**src/rtl/ics307Pkg.sv**
```systemverilog
`default_nettype none

package ics307Pkg;

    // Synthesizer count and serial frame geometry.
    localparam int pllCount       = 3;
    localparam int frameBits      = 132;
    localparam int frameCountBits = $clog2(frameBits);
    localparam int zeroGapBits    = 36;    // Bits 32 to 67 are always loaded as zero.

    // Serial clock runs at busClk divided by this even number.
    localparam int sckDivider   = 4;
    localparam int sckCountBits = $clog2(sckDivider);

    // Bus decoding.
    localparam int laneCount = 4;
    localparam logic [7:0] pllSpaceBase = 8'h50;   // Compared against addr[12:5].

    localparam logic [2:0] regBitsLow  = 3'd0;
    localparam logic [2:0] regBitsMid  = 3'd1;
    localparam logic [2:0] regBitsHigh = 3'd2;
    localparam logic [2:0] regControl  = 3'd3;
    localparam logic [2:0] regXfer     = 3'd4;

    // Control word bit positions. The done bit ignores writes.
    localparam int ctlEnableBit = 0;
    localparam int ctlDoneBit   = 1;
    localparam int ctlResetBit  = 2;

    typedef logic [31:0]           busWord;
    typedef logic [frameBits-1:0]  pllFrame;
    typedef logic [pllCount-1:0]   pllSelect;   // One bit per chip.

endpackage

`default_nettype wire

```
**src/rtl/pllRegBank.sv**
```systemverilog
`timescale 1ns/1ps
`default_nettype none

module pllRegBank (
    input  wire                      busClk,
    input  wire                      xferDone,
    input  wire [12:0]               addr,
    input  wire ics307Pkg::busWord   dataIn,
    input  wire                      wr0,
    input  wire                      wr1,
    input  wire                      wr2,
    input  wire                      wr3,
    input  wire                      startReady,
    input  wire                      loadDone,
    input  wire ics307Pkg::pllSelect loadSel,
    output ics307Pkg::busWord        dataOut,
    output ics307Pkg::pllSelect      pllEn,
    output ics307Pkg::pllSelect      pllReset,
    output logic                     startValid,
    output ics307Pkg::pllSelect      startSel,
    output ics307Pkg::busWord        wordLow,
    output ics307Pkg::busWord        wordMid,
    output ics307Pkg::busWord        wordHigh
);

    import ics307Pkg::*;

    logic                 pllSpace;
    logic [1:0]           pllIdx;
    logic [2:0]           regOff;
    logic                 idxValid;
    logic                 cfgHit;
    logic [laneCount-1:0] laneWr;
    logic                 xferHit;
    pllSelect             xferSel;
    pllSelect             acceptSel;
    pllSelect             pending;
    pllSelect             doneFlag;

    busWord bitsLow  [pllCount];
    busWord bitsMid  [pllCount];
    busWord bitsHigh [pllCount];

    assign pllSpace = (addr[12:5] == pllSpaceBase);
    assign pllIdx   = addr[4:3];
    assign regOff   = addr[2:0];
    assign idxValid = (int'(pllIdx) < pllCount);   // Index 3 has no chip behind it.
    assign cfgHit   = pllSpace && idxValid;
    assign laneWr   = {wr3, wr2, wr1, wr0};

    // The transfer register fires on the top lane strobe.
    assign xferHit = cfgHit && wr3 && (regOff == regXfer);
    assign xferSel = xferHit ? pllSelect'(1) << pllIdx : '0;

    // Configuration words, one byte lane per write strobe.
    always_ff @(posedge busClk or posedge xferDone) begin
        if (xferDone) begin
            for (int i = 0; i < pllCount; i++) begin
                bitsLow[i]  <= '0;
                bitsMid[i]  <= '0;
                bitsHigh[i] <= '0;
            end
        end else if (cfgHit) begin
            for (int b = 0; b < laneCount; b++) begin
                if (laneWr[b]) begin
                    case (regOff)
                        regBitsLow:  bitsLow[pllIdx][8*b +: 8]  <= dataIn[8*b +: 8];
                        regBitsMid:  bitsMid[pllIdx][8*b +: 8]  <= dataIn[8*b +: 8];
                        regBitsHigh: bitsHigh[pllIdx][8*b +: 8] <= dataIn[8*b +: 8];
                        default: ;
                    endcase
                end
            end
        end
    end

    always_ff @(posedge busClk or posedge xferDone) begin
        if (xferDone) begin
            pllEn    <= '0;
            pllReset <= '0;
        end else if (cfgHit && wr0 && (regOff == regControl)) begin
            pllEn[pllIdx]    <= dataIn[ctlEnableBit];
            pllReset[pllIdx] <= dataIn[ctlResetBit];
        end
    end

    assign acceptSel = (startValid && startReady) ? startSel : '0;

    // A fresh transfer write wins over an accept or a completion in the same cycle.
    always_ff @(posedge busClk or posedge xferDone) begin
        if (xferDone) begin
            pending  <= '0;
            doneFlag <= '0;
        end else begin
            pending  <= (pending & ~acceptSel) | xferSel;
            doneFlag <= (doneFlag | (loadDone ? loadSel : '0)) & ~xferSel;
        end
    end

    // Lowest chip number has priority.
    assign startValid = |pending;
    assign startSel   = pending & ~(pending - pllSelect'(1));

    always_comb begin
        wordLow  = '0;
        wordMid  = '0;
        wordHigh = '0;
        for (int i = 0; i < pllCount; i++) begin
            if (startSel[i]) begin
                wordLow  = bitsLow[i];
                wordMid  = bitsMid[i];
                wordHigh = bitsHigh[i];
            end
        end
    end

    always_comb begin
        dataOut = '0;
        if (cfgHit) begin
            case (regOff)
                regBitsLow:  dataOut = bitsLow[pllIdx];
                regBitsMid:  dataOut = bitsMid[pllIdx];
                regBitsHigh: dataOut = bitsHigh[pllIdx];
                regControl: begin
                    dataOut[ctlEnableBit] = pllEn[pllIdx];
                    dataOut[ctlDoneBit]   = doneFlag[pllIdx];
                    dataOut[ctlResetBit]  = pllReset[pllIdx];
                end
                default: dataOut = '0;   // Transfer and unused offsets read as zero.
            endcase
        end
    end

endmodule

`default_nettype wire

```
**src/rtl/sckGenerator.sv**
```systemverilog
`timescale 1ns/1ps
`default_nettype none

module sckGenerator (
    input  wire  busClk,
    input  wire  xferDone,
    input  wire  sckEnable,
    output logic sck,
    output logic sckRise,
    output logic sckFall
);

    import ics307Pkg::*;

    logic [sckCountBits-1:0] sckCount;

    // Free running down counter, one wrap per serial clock period.
    always_ff @(posedge busClk or posedge xferDone) begin
        if (xferDone) begin
            sckCount <= sckCountBits'(sckDivider - 1);
        end else if (sckCount == '0) begin
            sckCount <= sckCountBits'(sckDivider - 1);
        end else begin
            sckCount <= sckCount - 1'b1;
        end
    end

    assign sckRise = (sckCount == '0);
    assign sckFall = (sckCount == sckCountBits'(sckDivider / 2));   // Half a period after rise.

    // The pin only goes high while enabled, so a disable always parks it low.
    always_ff @(posedge busClk or posedge xferDone) begin
        if (xferDone) begin
            sck <= 1'b0;
        end else if (sckRise && sckEnable) begin
            sck <= 1'b1;
        end else if (sckFall) begin
            sck <= 1'b0;
        end
    end

endmodule

`default_nettype wire

```
**src/rtl/ics307Serializer.sv**
```systemverilog
`timescale 1ns/1ps
`default_nettype none

module ics307Serializer (
    input  wire                      busClk,
    input  wire                      xferDone,
    input  wire                      startValid,
    input  wire ics307Pkg::pllSelect startSel,
    input  wire ics307Pkg::busWord   wordLow,
    input  wire ics307Pkg::busWord   wordMid,
    input  wire ics307Pkg::busWord   wordHigh,
    input  wire                      sckRise,
    input  wire                      sckFall,
    output logic                     startReady,
    output logic                     sckEnable,
    output logic                     sdi,
    output ics307Pkg::pllSelect      pllCs,
    output logic                     loadDone,
    output ics307Pkg::pllSelect      loadSel
);

    import ics307Pkg::*;

    typedef enum logic [1:0] {
        stIdle,
        stStart,
        stShift,
        stStrobe
    } loadState;

    loadState                  state;
    pllFrame                   frameInit;
    pllFrame                   shiftReg;
    logic [frameCountBits-1:0] bitCount;
    pllSelect                  chipSel;

    assign startReady = (state == stIdle);
    assign sdi        = shiftReg[frameBits-1];   // MSB first.

    // Frame capture happens at accept, so later register writes do not disturb a load.
    always_ff @(posedge busClk) begin
        if (startValid && startReady) begin
            frameInit <= {wordHigh, wordMid, {zeroGapBits{1'b0}}, wordLow};
        end
    end

    always_ff @(posedge busClk or posedge xferDone) begin
        if (xferDone) begin
            state     <= stIdle;
            shiftReg  <= '0;
            bitCount  <= '0;
            chipSel   <= '0;
            sckEnable <= 1'b0;
            pllCs     <= '0;
            loadDone  <= 1'b0;
            loadSel   <= '0;
        end else begin
            loadDone <= 1'b0;
            case (state)
                stIdle: begin
                    if (startValid && startReady) begin
                        chipSel <= startSel;
                        state   <= stStart;
                    end
                end
                stStart: begin
                    // First data bit appears on a fall so the chip sees it on the next rise.
                    if (sckFall) begin
                        shiftReg  <= frameInit;
                        bitCount  <= frameCountBits'(frameBits - 1);
                        sckEnable <= 1'b1;
                        state     <= stShift;
                    end
                end
                stShift: begin
                    if (sckFall) begin
                        shiftReg <= {shiftReg[frameBits-2:0], 1'b0};
                        if (bitCount == '0) begin
                            sckEnable <= 1'b0;
                            pllCs     <= chipSel;
                            state     <= stStrobe;
                        end else begin
                            bitCount <= bitCount - 1'b1;
                        end
                    end
                end
                stStrobe: begin
                    if (sckFall) begin
                        pllCs    <= '0;
                        loadDone <= 1'b1;
                        loadSel  <= chipSel;
                        state    <= stIdle;
                    end
                end
                default: begin
                    sckEnable <= 1'b0;
                    pllCs     <= '0;
                    state     <= stIdle;
                end
            endcase
        end
    end

endmodule

`default_nettype wire

```
**src/rtl/ics307Interface.sv**
```systemverilog
`timescale 1ns/1ps
`default_nettype none

module ics307Interface (
    input  wire                      busClk,
    input  wire                      xferDone,
    input  wire [12:0]               addr,
    input  wire ics307Pkg::busWord   dataIn,
    input  wire                      wr0,
    input  wire                      wr1,
    input  wire                      wr2,
    input  wire                      wr3,
    output wire ics307Pkg::busWord   dataOut,
    output wire                      sck,
    output wire                      sdi,
    output wire ics307Pkg::pllSelect pllCs,
    output wire ics307Pkg::pllSelect pllEn,
    output wire ics307Pkg::pllSelect pllReset
);

    import ics307Pkg::*;

    wire           startValid;
    wire           startReady;
    wire pllSelect startSel;
    wire busWord   wordLow;
    wire busWord   wordMid;
    wire busWord   wordHigh;
    wire           loadDone;
    wire pllSelect loadSel;
    wire           sckEnable;
    wire           sckRise;
    wire           sckFall;

    pllRegBank regBank (
        .busClk     (busClk),
        .xferDone   (xferDone),
        .addr       (addr),
        .dataIn     (dataIn),
        .wr0        (wr0),
        .wr1        (wr1),
        .wr2        (wr2),
        .wr3        (wr3),
        .startReady (startReady),
        .loadDone   (loadDone),
        .loadSel    (loadSel),
        .dataOut    (dataOut),
        .pllEn      (pllEn),
        .pllReset   (pllReset),
        .startValid (startValid),
        .startSel   (startSel),
        .wordLow    (wordLow),
        .wordMid    (wordMid),
        .wordHigh   (wordHigh)
    );

    sckGenerator sckGen (
        .busClk    (busClk),
        .xferDone  (xferDone),
        .sckEnable (sckEnable),
        .sck       (sck),
        .sckRise   (sckRise),
        .sckFall   (sckFall)
    );

    ics307Serializer serializer (
        .busClk     (busClk),
        .xferDone   (xferDone),
        .startValid (startValid),
        .startSel   (startSel),
        .wordLow    (wordLow),
        .wordMid    (wordMid),
        .wordHigh   (wordHigh),
        .sckRise    (sckRise),
        .sckFall    (sckFall),
        .startReady (startReady),
        .sckEnable  (sckEnable),
        .sdi        (sdi),
        .pllCs      (pllCs),
        .loadDone   (loadDone),
        .loadSel    (loadSel)
    );

endmodule

`default_nettype wire

```
**config.mk**
```make
export PLATFORM = sky130hd
export DESIGN_NAME = ics307Interface
export DESIGN_NICKNAME = d
export VERILOG_FILES = /design/src/rtl/ics307Pkg.sv /design/src/rtl/pllRegBank.sv /design/src/rtl/sckGenerator.sv /design/src/rtl/ics307Serializer.sv /design/src/rtl/ics307Interface.sv
export SDC_FILE = /design/constraint.sdc
export NUM_CORES = 1
export LEC_CHECK = 0
export ABC_AREA = 1
export BUFFER_PORTS_ARGS = -buffer_cell sky130_fd_sc_hd__buf_2
export CAP_MARGIN = 20
export CORE_MARGIN = 4
export CORE_UTILIZATION = 51
export CTS_CLUSTER_DIAMETER = 200
export DETAILED_ROUTE_END_ITERATION = 10
export PLACE_DENSITY_LB_ADDON = 0.3
export SKIP_CTS_REPAIR_TIMING = 1
export SYNTH_ARGS = -nofsm -noshare
export SYNTH_HDL_FRONTEND = slang
export SYNTH_SLANG_ARGS = --single-unit
```
**constraint.sdc**
```tcl
create_clock -name busClk -period 15.4 [get_ports busClk]
set_input_delay 1.54 -clock busClk [delete_from_list [all_inputs] [get_ports busClk]]
set_output_delay 1.54 -clock busClk [all_outputs]
set_load 0.01 [all_outputs]
```
==> results by group <==
Detailed routing
  • Wirelength per Cell: 19.3 µm
  • 1st-iter DRT viols: 2,454
  • Drt first pass iters: 6
  • Post-route DRC: 0
  • Via count: 21,900
  • ANT nets after route: 0
  • Vias per cell: 5.79
  • DRT Wirelength: 72,800 µm

Global routing
  • Largest net degree at the start of global routing: 235
  • Overflow after GRT: 0
  • First-pass GRT wire length: 116,000 µm
  • Initial antenna violation count: 0
  • Gr usage total: 0.265
  • Vias in the first global route: 21,300

Yosys
  • Seq/Total Area, Yosys: 0.548
  • Top-area cell type share of the netlist area: 0.436
  • Post-synthesis cell type count: 33
  • Mapped Cells: 3,074
  • Leading area contributor after synthesis: dfrtp_1
  • Synth warnings: 0
  • Synthesized area per cell: 8.48 µm²
  • Primary FF master, synth: dfrtp_1
  • Flops & latches, synth: 552
  • EDFF count, synth: 96
  • Mapped Area: 0.0261 mm²
  • Syn_nets: 3,134
  • Top post-synthesis cells by area: dfrtp_1, nand2_1, edfxtp_1
  • Ys async rst share: 0.826

Floorplanning
  • Core Footprint: 0.0504 mm²
  • Die ar.: 0.0548 mm²
  • Width of the die: 234 µm
  • Starting Density: 0.518
  • Height of the die: 234 µm
  • Cell row count: 82
  • Io pins: 94

Critical path
  • Critical R2R Launch: serializer.state[0]
  • Critical path endpoint category: output pin
  • Worst Setup Start Kind: input port
  • Worst Reg-to-Reg Cells: 9
  • Crit path kind: in -> out
  • Worst R2R Setup Slack: 11,880 ps
  • R2R Path End: serializer.bitCount[1]
  • CP Max Fanout: 43
  • Arr. time, crit path: 4480 ps
  • Critical Path RT: 13,860 ps

Hold path
  • Hold path depth: 2
  • HP Start: serializer.pllCs[2]
  • Hold path endpoint: serializer.pllCs[2]
  • Min-delay worst type: reg -> reg

CTS
  • Worst skew pair latency: 630 ps
  • TritonCTS Buffers: 58
  • H-tree Lvls: 2
  • Clock transition at the registers of the reported paths: 60 ps
  • Sink Count: 552
  • CTS Root Cell: clkbuf_16
  • CTS tree: yes
  • Worst-case clock buffer depth: 3

Power and ir drop
  • Power Total: 3080 µW
  • VDD IR-drop max: 112 µV
  • P per Cell Area: 107 mW/mm²
  • P_leak: 0.0132 µW

Cells and area
  • Post-route cell area: 0.0286 mm²
  • Fillers: 4,356
  • Area grow syn2layout: 9.84%
  • Layout cells sized above 1: 0.0907
  • Nets: 3,119
  • Diodes inserted: 0

Placed design
  • Placed cell area: 0.0265 mm²
  • GPL Wtd Cong: 0.882
  • Placement Setup Slack: 9480 ps
  • IO buf count: 93
  • Detailed Place HPWL: 41,900 µm

STA
  • Slew Limit Fails: 0
  • Ratio of final minimum period to clock period: 0.391
  • Final Critical Period: 6020 ps
  • Fin. Hold Viols: 0
  • Total Neg Setup Slack: 0 ps
  • Unrepaired setup endpoints after global routing: no
  • Fin worst setup slack: 9380 ps
  • Slew HR: 0.232
  • Max frequency: 166 MHz
  • Final Skew: 24.2 ps
  • Final Setup Violations: 0
  • Slew of the pin with the lowest slew margin: 1150 ps

Run
  • Max cap viols: 0

Run status
  • Status: complete, no violations
## kinds of logic after synthesis
kind of cell	synth area share
AOI/OAI and AO/OA	0.0925
xor gates and xnor gates	0.00101
adders and majority gates	0.00432
buffers and inverters	0.0631
DFF	0.548
and+or+nand+nor	0.291
## registers in the layout, indices dropped and copies added (netlist names), 8 cells and up
| signal | cells |
|---|---|
| serializer.shiftReg | 132 |
| regBank.bitsHigh | 96 |
| regBank.bitsLow | 96 |
| regBank.bitsMid | 96 |
| serializer.frameInit | 96 |
| serializer.bitCount | 8 |
## how the worst max path moves through the flow
| stage | from | to |
|---|---|---|
| floorplan | xferDone | regBank.bitsHigh[0] |
| global placement | addr[3] | dataOut[28] |
| detailed placement | addr[3] | dataOut[1] |
| CTS | addr[3] | dataOut[1] |
| global route | addr[3] | dataOut[27] |
| finish | addr[3] | dataOut[21] |
## synth_stat cells (32+ instances only)
| cell type | instances |
|---|---|
| nand2_1 | 1110 |
| dfrtp_1 | 454 |
| nand3_1 | 431 |
| o21ai_1 | 279 |
| inv_1 | 143 |
| nor2_1 | 124 |
| clkbuf_1 | 104 |
| edfxtp_1 | 96 |
| a31oi_1 | 95 |
| o21ai_0 | 64 |
| buf_2 | 35 |
| nand3_4 | 33 |
| buf_6 | 32 |
## power breakdown
part	internal, µW	total, µW	switching (µW)
Sequential	1480	1480	1.29
Clock	901	1490	593
Combinational	13.0	98.4	85.3
Total	2400	3080	679
## stage by stage
step / utilization / hold slack [ps] / std cells
CTS: 0.567 / 482 / 3777
finish: 0.569 / 476 / 3781
global placement: 0.526 / 465 / 3667
floorplan: - / 443 / 3074
global route: 0.569 / 496 / 3781
detailed placement: 0.526 / 466 / 3667
## area by class of cell
type                       count  area, µm²  share of cell area
sequential                   552      14300               0.499
multi-input combinational   2183      10200               0.355
clock buffer                  83       1700              0.0594
tap                          672        841              0.0294
timing repair buffer         116        731              0.0255
inverter                     148        564              0.0197
clock inverter                27        342              0.0119
## placed cells by master, fill, tap and decap left out, drive strengths merged
cell type / count
ha: 9
bufinv: 8
clkbuf: 83
nor3: 1
dfrtp: 454
clkinv: 18
or2: 1
nand2: 1111
buf: 116
o21ai: 351
a22o: 1
nand3: 469
a21oi: 2
edfxtp: 96
a31oi: 95
inv: 149
xor2: 3
a21boi: 1
nor2: 135
nand4: 4
dfstp: 2
## routing by layer
metal,vias up,global-route usage,share of wire
met5,-,0,0
met4,0,0.101,0.031
met3,153,0.0479,0.091
met2,1037,0.418,0.46
met1,10600,0.370,0.42
li1,10100,-,-
## critical path, cell delays in order
cell	delay, ps
buf_4	520
buf_4	630
inv_2	150
nor2_8	780
nand2_1	140
nand3_1	140
nand2_1	60
nand3_1	160
nand2_1	70
inv_1	80
buf_2	130
Power figures use the tool's default switching activity.
